--- config.mk ---
export PLATFORM = sky130hd
export DESIGN_NAME = pool_subsys
export DESIGN_NICKNAME = d
export VERILOG_FILES = /design/src/common/pool_pkg.sv /design/src/hdl/pool_regs.sv /design/src/hdl/pool_subsys.sv /design/src/pool/pool_max_tree.sv /design/src/pool/pool_sequencer.sv
export SDC_FILE = /design/constraint.sdc
export NUM_CORES = 1
export LEC_CHECK = 0
export BUFFER_PORTS_ARGS = -buffer_cell sky130_fd_sc_hd__buf_4
export CAP_MARGIN = 0
export CORE_MARGIN = 5
export CORE_UTILIZATION = 30
export DETAILED_ROUTE_END_ITERATION = 12
export PLACE_DENSITY_LB_ADDON = 0.3
export SYNTH_ARGS = -nofsm -noshare
export SYNTH_HDL_FRONTEND = slang
export SYNTH_SLANG_ARGS = --single-unit
--- constraint.sdc ---
create_clock -name clk -period 3.39 [get_ports clk]
set_clock_uncertainty 0.2 [all_clocks]
set_input_delay 0.678 -clock clk [delete_from_list [all_inputs] [get_ports clk]]
set_output_delay 0.678 -clock clk [all_outputs]
set_load 0.02 [all_outputs]
--- src/common/pool_pkg.sv ---
package pool_pkg;

    // pixel and stream widths
    localparam int PIX_W = 8;
    localparam int COL_W = 16;

    // register bus widths
    localparam int WB_ADDR_W = 4;
    localparam int WB_DATA_W = 32;

    typedef logic [PIX_W-1:0]     pix_t;
    typedef logic [COL_W-1:0]     col_cnt_t;    // column count or column index
    typedef logic [WB_ADDR_W-1:0] wb_addr_t;    // word address
    typedef logic [WB_DATA_W-1:0] wb_data_t;

    // register map, word addresses
    localparam wb_addr_t ADDR_CTRL   = wb_addr_t'(0);
    localparam wb_addr_t ADDR_COL    = wb_addr_t'(1);
    localparam wb_addr_t ADDR_FRAMES = wb_addr_t'(2);   // read only

    // CTRL bit positions
    localparam int CTRL_POOL_EN = 0;
    localparam int CTRL_LAYER1  = 1;

    // sequencer states
    typedef enum logic {
        IDLE = 1'b0,
        RUN  = 1'b1
    } seq_state_t;

endpackage

--- src/hdl/pool_regs.sv ---
module pool_regs (
    input  logic               clk,
    input  logic               rst_n,
    input  logic               wb_cyc,
    input  logic               wb_stb,
    input  logic               wb_we,
    input  pool_pkg::wb_addr_t wb_adr,
    input  pool_pkg::wb_data_t wb_dat_w,
    output pool_pkg::wb_data_t wb_dat_r,
    output logic               wb_ack,
    output logic               pool_en,
    output logic               layer1,
    output pool_pkg::col_cnt_t col,
    input  logic               frame_done
);
    import pool_pkg::*;

    logic     req;
    wb_data_t frames;
    wb_data_t rd_mux;

    // new request only when no ack is pending
    assign req = wb_cyc && wb_stb && !wb_ack;

    always_comb
    begin
        rd_mux = '0;
        case (wb_adr)
            ADDR_CTRL:
            begin
                rd_mux[CTRL_POOL_EN] = pool_en;
                rd_mux[CTRL_LAYER1]  = layer1;
            end
            ADDR_COL:    rd_mux[COL_W-1:0] = col;
            ADDR_FRAMES: rd_mux = frames;
            default:     rd_mux = '0;     // unmapped reads as zero
        endcase
    end

    always_ff @(posedge clk)
    begin
        if (!rst_n)
        begin
            wb_ack   <= 1'b0;
            wb_dat_r <= '0;
            pool_en  <= 1'b0;
            layer1   <= 1'b0;
            col      <= '0;
        end
        else
        begin
            wb_ack <= req;  // one cycle after stb
            if (req)
            begin
                if (wb_we)
                begin
                    case (wb_adr)
                        ADDR_CTRL:
                        begin
                            pool_en <= wb_dat_w[CTRL_POOL_EN];
                            layer1  <= wb_dat_w[CTRL_LAYER1];
                        end
                        ADDR_COL: col <= wb_dat_w[COL_W-1:0];
                        default:  ;   // frames and holes ignore writes
                    endcase
                end
                else
                begin
                    wb_dat_r <= rd_mux;
                end
            end
        end
    end

    // completed frames, either mode
    always_ff @(posedge clk)
    begin
        if (!rst_n)
        begin
            frames <= '0;
        end
        else if (frame_done)
        begin
            frames <= frames + 32'd1;
        end
    end

    // a master that holds stb still sees a single ack per access
    a_ack_single: assert property (@(posedge clk) disable iff (!rst_n)
        wb_ack |=> !wb_ack);

endmodule

--- src/hdl/pool_subsys.sv ---
module pool_subsys #(
    parameter int N_ROWS   = 24,
    parameter int N_OUT_L1 = 6
) (
    input  logic                           clk,
    input  logic                           rst_n,
    input  logic                           wb_cyc,
    input  logic                           wb_stb,
    input  logic                           wb_we,
    input  pool_pkg::wb_addr_t             wb_adr,
    input  pool_pkg::wb_data_t             wb_dat_w,
    output pool_pkg::wb_data_t             wb_dat_r,
    output logic                           wb_ack,
    input  logic                           valid_in,
    input  pool_pkg::pix_t [N_ROWS-1:0]    data_in,
    output logic                           valid_out,
    output pool_pkg::pix_t [N_ROWS/2-1:0]  data_out,
    output logic                           pool_end
);
    import pool_pkg::*;

    logic                pool_en;
    logic                layer1;
    col_cnt_t            col;
    logic                frame_done;
    logic                stage_en;
    logic                col_odd;
    logic                col_last;
    pix_t [N_ROWS/2-1:0] pool_data;

    pool_regs u_regs (
        .clk        (clk),
        .rst_n      (rst_n),
        .wb_cyc     (wb_cyc),
        .wb_stb     (wb_stb),
        .wb_we      (wb_we),
        .wb_adr     (wb_adr),
        .wb_dat_w   (wb_dat_w),
        .wb_dat_r   (wb_dat_r),
        .wb_ack     (wb_ack),
        .pool_en    (pool_en),
        .layer1     (layer1),
        .col        (col),
        .frame_done (frame_done)
    );

    pool_sequencer #(
        .N_ROWS   (N_ROWS),
        .N_OUT_L1 (N_OUT_L1)
    ) u_seq (
        .clk        (clk),
        .rst_n      (rst_n),
        .valid_in   (valid_in),
        .data_in    (data_in),
        .pool_en    (pool_en),
        .layer1     (layer1),
        .col        (col),
        .pool_data  (pool_data),
        .stage_en   (stage_en),
        .col_odd    (col_odd),
        .col_last   (col_last),
        .valid_out  (valid_out),
        .pool_end   (pool_end),
        .frame_done (frame_done),
        .data_out   (data_out)
    );

    pool_max_tree #(
        .N_ROWS (N_ROWS)
    ) u_tree (
        .clk       (clk),
        .rst_n     (rst_n),
        .data_in   (data_in),
        .stage_en  (stage_en),
        .col_odd   (col_odd),
        .col_last  (col_last),
        .pool_data (pool_data)
    );

endmodule

--- src/pool/pool_max_tree.sv ---
module pool_max_tree #(
    parameter int N_ROWS = 24
) (
    input  logic                             clk,
    input  logic                             rst_n,
    input  pool_pkg::pix_t [N_ROWS-1:0]      data_in,
    input  logic                             stage_en,
    input  logic                             col_odd,
    input  logic                             col_last,
    output pool_pkg::pix_t [N_ROWS/2-1:0]    pool_data
);
    import pool_pkg::*;

    localparam int N_OUT = N_ROWS / 2;

    pix_t [N_ROWS-1:0] col_q;   // accepted column
    pix_t [N_OUT-1:0]  vmax_q;  // stage 1, row pair max
    pix_t [N_OUT-1:0]  prev_q;  // stage 1 result of the previous column
    pix_t [N_OUT-1:0]  hmax_q;  // stage 2, column pair max
    logic              s1_en;
    logic              s1_odd;
    logic              s1_last;

    function automatic pix_t pix_max(input pix_t a, input pix_t b);
        return (a < b) ? b : a;
    endfunction

    // column capture, flags from the sequencer line up with this register
    always_ff @(posedge clk)
    begin
        col_q <= data_in;
    end

    always_ff @(posedge clk)
    begin
        if (!rst_n)
        begin
            vmax_q  <= '0;
            s1_en   <= 1'b0;
            s1_odd  <= 1'b0;
            s1_last <= 1'b0;
        end
        else
        begin
            s1_en   <= stage_en;
            s1_odd  <= col_odd;
            s1_last <= col_last;
            if (stage_en)
            begin
                for (int i = 0; i < N_OUT; i++)
                begin
                    vmax_q[i] <= pix_max(col_q[2*i], col_q[2*i+1]);
                end
            end
            else
            begin
                vmax_q <= '0;
            end
        end
    end

    always_ff @(posedge clk)
    begin
        if (!rst_n)
        begin
            prev_q <= '0;
            hmax_q <= '0;
        end
        else if (s1_en)
        begin
            prev_q <= vmax_q;
            if (s1_odd)
            begin
                for (int i = 0; i < N_OUT; i++)
                begin
                    hmax_q[i] <= pix_max(vmax_q[i], prev_q[i]);
                end
            end
            else if (s1_last)
            begin
                hmax_q <= vmax_q;   // even last column has no partner
            end
        end
        else
        begin
            prev_q <= '0;
            hmax_q <= '0;
        end
    end

    assign pool_data = hmax_q;

endmodule

--- src/pool/pool_sequencer.sv ---
module pool_sequencer #(
    parameter int N_ROWS   = 24,
    parameter int N_OUT_L1 = 6
) (
    input  logic                           clk,
    input  logic                           rst_n,
    input  logic                           valid_in,
    input  pool_pkg::pix_t [N_ROWS-1:0]    data_in,
    input  logic                           pool_en,
    input  logic                           layer1,
    input  pool_pkg::col_cnt_t             col,
    input  pool_pkg::pix_t [N_ROWS/2-1:0]  pool_data,
    output logic                           stage_en,
    output logic                           col_odd,
    output logic                           col_last,
    output logic                           valid_out,
    output logic                           pool_end,
    output logic                           frame_done,
    output pool_pkg::pix_t [N_ROWS/2-1:0]  data_out
);
    import pool_pkg::*;

    localparam int N_OUT = N_ROWS / 2;

    seq_state_t       state;
    col_cnt_t         col_idx;
    logic             valid_prev;
    logic             accept;
    logic             idx_last;
    logic             fire_d1;
    logic             fire_d2;
    logic             end_d1;
    logic             end_d2;
    logic             byp_end;
    pix_t [N_OUT-1:0] pool_masked;

    // a frame starts only on a rising valid edge
    assign accept   = valid_in && ((state == RUN) || !valid_prev);
    assign idx_last = (col_idx == col - col_cnt_t'(1)) || (col == '0);

    always_ff @(posedge clk)
    begin
        if (!rst_n)
        begin
            state   <= IDLE;
            col_idx <= '0;
        end
        else
        begin
            case (state)
                IDLE:
                begin
                    if (accept && !idx_last)
                    begin
                        state <= RUN;
                    end
                end
                RUN:
                begin
                    if (accept && idx_last)
                    begin
                        state <= IDLE;
                    end
                end
                default: state <= IDLE;
            endcase

            if (accept)
            begin
                col_idx <= idx_last ? '0 : col_idx + col_cnt_t'(1);
            end
        end
    end

    // flags for the tree, aligned with its column register
    always_ff @(posedge clk)
    begin
        if (!rst_n)
        begin
            stage_en   <= 1'b0;
            col_odd    <= 1'b0;
            col_last   <= 1'b0;
            valid_prev <= 1'b0;
            byp_end    <= 1'b0;
            fire_d1    <= 1'b0;
            fire_d2    <= 1'b0;
            end_d1     <= 1'b0;
            end_d2     <= 1'b0;
        end
        else
        begin
            stage_en   <= accept && pool_en;
            col_odd    <= col_idx[0];
            col_last   <= idx_last;
            valid_prev <= valid_in;
            byp_end    <= !valid_in && valid_prev;  // cycle after first idle beat
            // follow the tree's two stages
            fire_d1    <= stage_en && (col_odd || col_last);
            fire_d2    <= fire_d1;
            end_d1     <= stage_en && col_last;
            end_d2     <= end_d1;
        end
    end

    // narrow layer keeps only the low pixels
    always_comb
    begin
        for (int i = 0; i < N_OUT; i++)
        begin
            pool_masked[i] = (layer1 || (i < N_OUT_L1)) ? pool_data[i] : '0;
        end
    end

    assign data_out   = pool_en ? pool_masked : data_in[N_OUT-1:0]; // bypass keeps low half
    assign valid_out  = pool_en ? fire_d2 : valid_in;
    assign pool_end   = pool_en ? end_d2 : byp_end;
    assign frame_done = pool_end;

    // the end pulse always rides on the last pooled result
    a_end_with_valid: assert property (@(posedge clk) disable iff (!rst_n)
        (pool_en && pool_end) |-> valid_out);

endmodule

==> summary by stage, run 1 <==
Power
The clock power share is between 40% and 50%. The worst-case IR drop observed on VDD is 431 uV. The switching power as a share of total power is approximately 23%. In this run, the combinational gates consume 7.3% of the power. Summed over all nets, the switching power comes to about 3.7 mW. The design draws 15.9 mW.

The power per unit of standard cell area is ~480 mW/mm2. The standby leakage power is around 14 nW. The internal portion of total power is between 10 and 15 mW. The part of the power in registers is between 40 and 50%.

Setup path
The cell with the largest stage delay on the worst path is sky130_fd_sc_hd__dfxtp_4. Along the worst path, the maximum fanout reaches 28. The required time at the endpoint of the critical path is 2.51 ns.

The launch point of the worst path is u_regs.pool_en. The critical path contains buffers and inverters numbering 2 combined. The worst setup path is captured at an output port.

The critical path is of the reg2out type. Walking the worst path, the cells encountered are and2_2, buf_12, nand2_1, o21ai_0, buf_4. The reg-to-reg critical path startpoint is u_regs.col[4].

For this run, the slowest stage of the critical path takes roughly 0.56 ns. The kind of start point of the critical path is a flip-flop. The kind of cell with the highest combined delay on the critical path is flip-flops. For the worst setup path, the data arrival time is between 2 and 2.5 ns.

Clocking
The H-tree depth reported by CTS is 3. The buffer type at the clock tree root is sky130_fd_sc_hd__clkbuf_16. The clock tree from TritonCTS is built. The clock-pin slew on the worst setup and hold paths is 0.05 ns. The source-to-sink clock delay at the later pin of the worst-skew pair is 0.61 ns. The maximum buffer depth of the clock tree is 3.

The number of buffers created by CTS is 71. Once the clock tree was built, the resizer swapped 0 gates to a different size. For this design, the sink count on the clock tree is a little under 600. The number of setup buffers added after CTS is 0.

Global route
The maximum number of pins on one net before global-route repair is 105. For this run the aggregate overflow at the end of global routing stands at 0. The first global-routing pass estimated ~110000 um of wire. In the global route stage, overall resource usage came out at between 10% and 20%. The number of global-route vias before repair is roughly 19000.

The initial antenna violation count is 2.

Drt
After detailed routing, no signal wire sits above met4. The detailed router finished its first iteration with 1014 violations. The wire length the detailed router placed on met1 is between 30000 and 40000 um. Once detail routing completed, the nets flagged for antenna violations numbered 0. In the final routed layout, each cell accounts on average for between 15 and 20 um. The routed design has between 60000 and 70000 um of wire. The routed wire length on met2 is 31700 um.

After detailed routing, the number of remaining DRC violations is 0. In the routed layout, each cell is associated on average with a via count of between 4 and 5. The count of TritonRoute iterations in the first routing pass is 5. Across all layers, the routed design uses about 19000 vias. The routed length on met3 is about 2700 um.

Die
The floorplan step defined a core boundary enclosing slightly above 0.08 mm2. Once the floorplan was initialized, standard cells occupied between 30% and 40% of the core. Measured along the x axis, the die boundary spans between 200 and 300 um.

The floorplan has between 100 and 150 rows. The floorplan step defined a die boundary enclosing ~0.088 mm2. For this design the top-level I/O count stands at 365. The floorplan step set the die height to roughly 300 um.

STA
The normalized max-slew margin is 32.8%. The number of endpoints failing setup at the final stage is 0. In the finished design, the share of the clock period the worst path needs comes to around 94%. The final number of max-transition violations is 0. The sum of negative setup slack is 0 ns.

Subtracting the final worst setup slack from the clock period gives approximately 3.2 ns. Setup repair after global routing left no endpoint under its margin. Static timing analysis puts the maximum clock frequency at approximately 320 MHz. The number of endpoints with negative hold slack in the final report is 0. The hold slack is 0.0389 ns. The slew at the pin with the worst max-slew slack is roughly 1 ns.

Across all setup checks in the final design, the least slack found is 0.219 ns.

Placement
The quantity of I/O buffers inserted on ports is ~350. The detailed placement HPWL is a little under 50000 um. Routability-driven placement finished with a final weighted congestion of 0.784. Before CTS, the worst setup slack after placement is between 0.4 and 0.5 ns.

Yosys
The fraction of post-synthesis cell area in the top cell type by area is a little under half. The number of different library cells used by synthesis comes to between 50 and 60. Synthesis produced a netlist with a net count of just over 3000. The commonest register cell after synthesis is sky130_fd_sc_hd__dfxtp_1.

The Yosys warning count is 0. Averaged over all synthesized cells, the footprint is slightly above 9 um2. The proportion of synthesized chip area in sequential cells is 47.9%.

Yosys mapped a number of flops with a built-in enable equal to 0. The cell count after synthesis is ~2700. The largest area contributor in the synthesized netlist is sky130_fd_sc_hd__dfxtp_1.

The synthesized netlist occupies a cell area of between 0.02 and 0.025 mm2. Sorting the synthesized cells by area gives the leading types as sky130_fd_sc_hd__dfxtp_1 48%, sky130_fd_sc_hd__ha_1 8.6%, sky130_fd_sc_hd__nand2_1 6.5%. After synthesis, the share of flip-flops with an asynchronous set or reset is 0%. In this run, synthesis produced a sequential element count of roughly 600.

Cells and area
Cells with a size suffix above 1 make up between 10% and 20% of the layout. Fill cells in the final layout number 8080. The leading cell type in the layout, fill and taps excluded is sky130_fd_sc_hd__dfxtp_1. In the final layout, the multi-input gates occupy about 0.012 mm2. Registers take between 0.01 and 0.015 mm2. The top cell types in the final layout, fill and taps aside, are 590 x sky130_fd_sc_hd__dfxtp_1, 426 x sky130_fd_sc_hd__nand2_1, 387 x sky130_fd_sc_hd__buf_4. At the end of the flow, the number of nets in the layout was around 3600.

The relative area change from synthesis to final layout is 32.9%.

Min path
The startpoint identified for the worst hold timing path is data_in[48]. The tightest min-delay check is of the in2reg type.

Status
The flow ran to the end, and the final reports show no timing, DRC or antenna violations.

Run
Across the run, the number of max-cap violations was 0.
## worst register-to-register path, delay by kind of cell (launching register included)
family                 cells  cell delay (ns)
and+or+nand+nor            5             1.60
muxes                      2             0.46
buffers and inverters      1             0.18
DFF                        1             0.37
## cells in the mapped netlist (all sizes together), types with 4 or more instances
library cell / instances
dfxtp: 592
xor2: 14
mux2i: 143
a21oi: 75
nor4: 5
o21a: 16
inv: 227
or2: 4
and4: 6
nor2b: 78
a222oi: 14
and3: 105
nor4b: 4
a21o: 34
or3: 5
nand2: 426
ha: 171
a22oi: 18
buf: 10
xnor2: 47
clkbuf: 125
mux2: 50
nand4: 8
o21ai: 169
a2111oi: 15
nor3: 25
o211ai: 14
a31oi: 73
and2: 51
nand2b: 30
a211o: 9
nand3: 29
nor2: 29
a211oi: 9
## power groups by stage
| stage | logic [mW] | clock network (mW) | registers (mW) |
|---|---|---|---|
| after floorplan | 0.525 | 0 | 7.29 |
| after global placement | 0.997 | 0 | 7.32 |
| after detailed placement | 0.999 | 0 | 7.32 |
| after CTS | 1.18 | 7.88 | 7.17 |
| after global routing | 1.28 | 8.16 | 7.18 |
| final | 1.17 | 7.59 | 7.17 |
## through the flow
stage	cells	util, %	area [um2]
4_1_cts	4294	40.1	32900
3_3_place_gp	3981	34.9	28600
5_1_grt	4295	40.1	32900
6_report	4298	40.1	32900
3_5_place_dp	3981	34.9	28600
2_1_floorplan	2652	-	24800
## sequential cells by signal, summed over array words and instances, names as in the netlist, 16 cells and up, named ones only
register,count
u_seq.col_idx,16
u_tree.vmax_q,96
u_tree.pool_data,96
u_regs.col,16
u_tree.prev_q,96
u_regs.wb_dat_r,32
u_tree.col_q,192
u_regs.frames,32
## final timing paths
kind,to,cells past startpoint,slack (ns)
max,data_out[90],5,0.22
min,u_tree.col_q[48],1,0.04
max reg2reg,u_seq.col_idx[6],8,0.46
min reg2reg,u_tree.vmax_q[22],2,0.23
## metal layers
layer | vias to the layer above | GRT usage [%]
met5 | - | 0
met4 | 0 | 5.31
met3 | 111 | 2.86
met2 | 358 | 25.4
met1 | 8868 | 20.2
li1 | 10061 | -
## timing repair
item                                    4_1_cts  5_1_grt
hold buffers                                190        0
hold endpoints to repair                    190        0
endpoints found under the setup margin        0        0
## cells by family (layout without fill, tap and decap cells)
logic type,Yosys count,count (layout),synth area share (%)
adders and majority gates,171,171,8.64
other,0,4,0
muxes,193,193,8.06
xor gates and xnor gates,61,61,2.16
DFF,592,592,47.9
AOI/OAI and AO/OA,458,458,11.3
and+or+nand+nor,815,815,16.4
buffers and inverters,362,934,5.57
## area by class of cell
class                           instances  area share, %
Antenna cell                            4         0.0304
Clock buffer                          104           6.23
Clock inverter                         19          0.917
Inverter                              227           2.59
Multi-Input combinational cell       1698           35.1
Sequential cell                       592           36.0
Tap cell                             1070           4.07
Timing Repair Buffer                  584           15.0
(Power assumes the default switching activity.)
==> run 2: changes to the inputs <==
--- a/config.mk
+++ b/config.mk
@@ -7,7 +7,7 @@
 export LEC_CHECK = 0
 export BUFFER_PORTS_ARGS = -buffer_cell sky130_fd_sc_hd__buf_4
 export CAP_MARGIN = 0
-export CORE_MARGIN = 5
+export CORE_MARGIN = 2
 export CORE_UTILIZATION = 30
 export DETAILED_ROUTE_END_ITERATION = 12
 export PLACE_DENSITY_LB_ADDON = 0.3
==> run 2 against run 1 <==
Final cell count rose by 0.23%. Register-to-register slack got worse by 0.13 ns. Flip-flop and latch count did not move. Total power is 0.74% higher. Largest power group unchanged. Critical path depth stayed put. Non-clock buffer count up 7. Sequential power about the same. Global-route usage up 1.1 points. Largest cell class unchanged. Critical path type unchanged. Worst hold slack gained 0.047 ns. Count of clock-buffer cells in the layout is 1 lower. Cell area up 0.29%. Fmax is 0.89% higher.
==> summary by stage, run 2 (synthesis results as in run 1) <==
Status
The run finished with clean final reports.

Drt
After detailed routing, the number of remaining DRC violations is 0. For this block, the via count after detailed routing is 19462. The total wirelength of the detailed-routed design is roughly 70000 um.

The first routing iteration left between 900 and 1000 violations. The routed length per placed instance is approximately 16 um. Dividing the detail-routed via count by the number of cells gives 4.52. The count of nets left with antenna violations after detail routing is 0.

The count of TritonRoute iterations in the first routing pass is 5.

Clocking
For the worst-skew pair, the clock arrives at the later sink with an insertion delay of a little over 0.6 ns. In this run the deepest clock path goes through 3 buffers. CTS saw between 500 and 600 sinks. The number of buffers created by CTS is ~70. The buffer type at the clock tree root is sky130_fd_sc_hd__clkbuf_16. The number of gates given a new drive strength after cts is 0. The clock-pin slew on the worst setup and hold paths is roughly 0.060 ns. The clock tree synthesis step divided the H-tree into 3 levels. The clock tree from TritonCTS is built.

Die
The floorplan step set the die height to approximately 290 um. The die is 291 um wide. The full die area is around 0.085 mm2. The region available for standard cell placement spans 0.0818 mm2. about 370 I/O pins were placed.

The effective utilization at floorplan is between 30% and 40%. The number of rows in the core area is 105.

Cells and area
The final design area excluding fillers is 0.0330 mm2. Relative to the synthesized area, the layout overhead comes to 33.3%. The register with the most flip-flops is u_tree.col_q.

Measured on the finished design, the core utilization comes to roughly two fifths. The layout net count is 3586. The top cell types in the final layout, fill and taps aside, are 590 x sky130_fd_sc_hd__dfxtp_1, 426 x sky130_fd_sc_hd__nand2_1, 391 x sky130_fd_sc_hd__buf_4. Of the cells placed in the final design, the portion with a size suffix greater than 1 is 18.1%.

The filler cells instantiated in the layout total 8044. The register with the most flip-flops in the layout has roughly 190 of them. Leaving out fill and tap cells, the most frequent cell in the layout is sky130_fd_sc_hd__dfxtp_1. The non-filler instance count after layout is 4308.

STA
The final critical-path required period is about 3.1 ns. Setup repair after global routing left no endpoint under its margin. The final setup slack of the worst path is roughly 0.25 ns. The final number of max-transition violations is 0. The portion of the clock cycle consumed by the worst path in the final layout is between 90% and 100%.

Final hold analysis gives a worst-case slack of ~0.086 ns. The normalized max-slew margin is 30.3%. Setup violations remaining at the end of the flow were counted as 0.

The sum of negative setup slack is 0 ns. For the pin with the worst max-slew slack, the measured transition is around 1.0 ns. The number of endpoints with negative hold slack in the final report is 0.

The highest attainable clock frequency is about 320 MHz.

Setup path
The critical path is of the reg2out type. The kind of start point of the critical path is a flip-flop. The nature of the critical path endpoint is an output port.

The required time at the endpoint of the critical path is approximately 2.5 ns. Of all nets on the critical path, the largest fanout is 16. Data on the critical path arrives at its endpoint at around 2.3 ns. The number of cells on the worst reg-to-reg path is 8.

Placement
Once placement finished, the instance area stood at ~0.029 mm2. The quantity of I/O buffers inserted on ports is between 300 and 400. Detailed placement ended at an HPWL of slightly below 50000 um. The placer congestion estimate is between 0.8 and 0.9. The setup slack after placement is ~0.38 ns.

The count of placed standard cells including taps is roughly 4000.

Global route
Across every metal layer, demand over resource in global routing totals around 16%. The initial antenna violation count is 3. The wire length of the first global-routing pass is 110000 um. The maximum number of pins on one net before global-route repair is just under 100.

After global routing the overflow that remains totals 0. The number of global-route vias before repair is 19416.

Power
For this design the ratio of total power to cell area is ~500 mW/mm2. The worst-case IR drop observed on VDD is 561 uV. The total power consumption of the routed design is 16.1 mW.

The standby leakage power is 13.6 nW.

Run
Across the run, the number of max-cap violations was 0.

Min path
The path class of the lowest-slack min-delay path is in2reg. The number of cells on the worst hold path is 2.
-- run 2: timing repair --
item                                   in CTS  in global routing
endpoints found under the hold margin     192                  0
buffers inserted                            0                  0
hold buffers                              192                  0
-- run 2: area by class of cell --
cell class              instances  area, um2  area share [%]
diodes                          4       10.0          0.0303
clock buffers                 103       2040            6.18
clock inverters                23        338            1.02
inverters                     227        852            2.58
multi-input cells            1698      11500            35.0
flip-flops and latches        592      11900            35.9
well taps                    1070       1340            4.06
repair buffers                591       5020            15.2
-- run 2: worst paths after layout --
check	start	end	slack, ns
max	u_regs.pool_en	data_out[53]	0.25
min	valid_in	flip-flop	0.09
max reg2reg	u_regs.col[2]	u_seq.col_idx[5]	0.33
min reg2reg	u_seq.end_d1	u_seq.end_d2	0.23
-- run 2: critical path: stages (launching register included) --
cell and delay, ns:
sky130_fd_sc_hd__dfxtp_4 0.47, sky130_fd_sc_hd__and2_2 0.39, sky130_fd_sc_hd__buf_4 0.29, sky130_fd_sc_hd__nand2_1 0.15, sky130_fd_sc_hd__o21ai_0 0.15, sky130_fd_sc_hd__buf_4 0.20
-- run 2: per-layer routing --
metal | share of wire, % | vias up | GRT usage (%)
met5 | 0 | - | 0
met4 | 3.3 | 0 | 5.85
met3 | 3.9 | 121 | 2.89
met2 | 45 | 389 | 26.3
met1 | 48 | 8891 | 22.1
li1 | - | 10061 | -
-- run 2: power breakdown --
part           leakage, nW  internal [mW]  switching (mW)
clock network         1.15           4.66            3.04
registers             4.84           7.09          0.0789
logic                 7.63          0.634           0.546
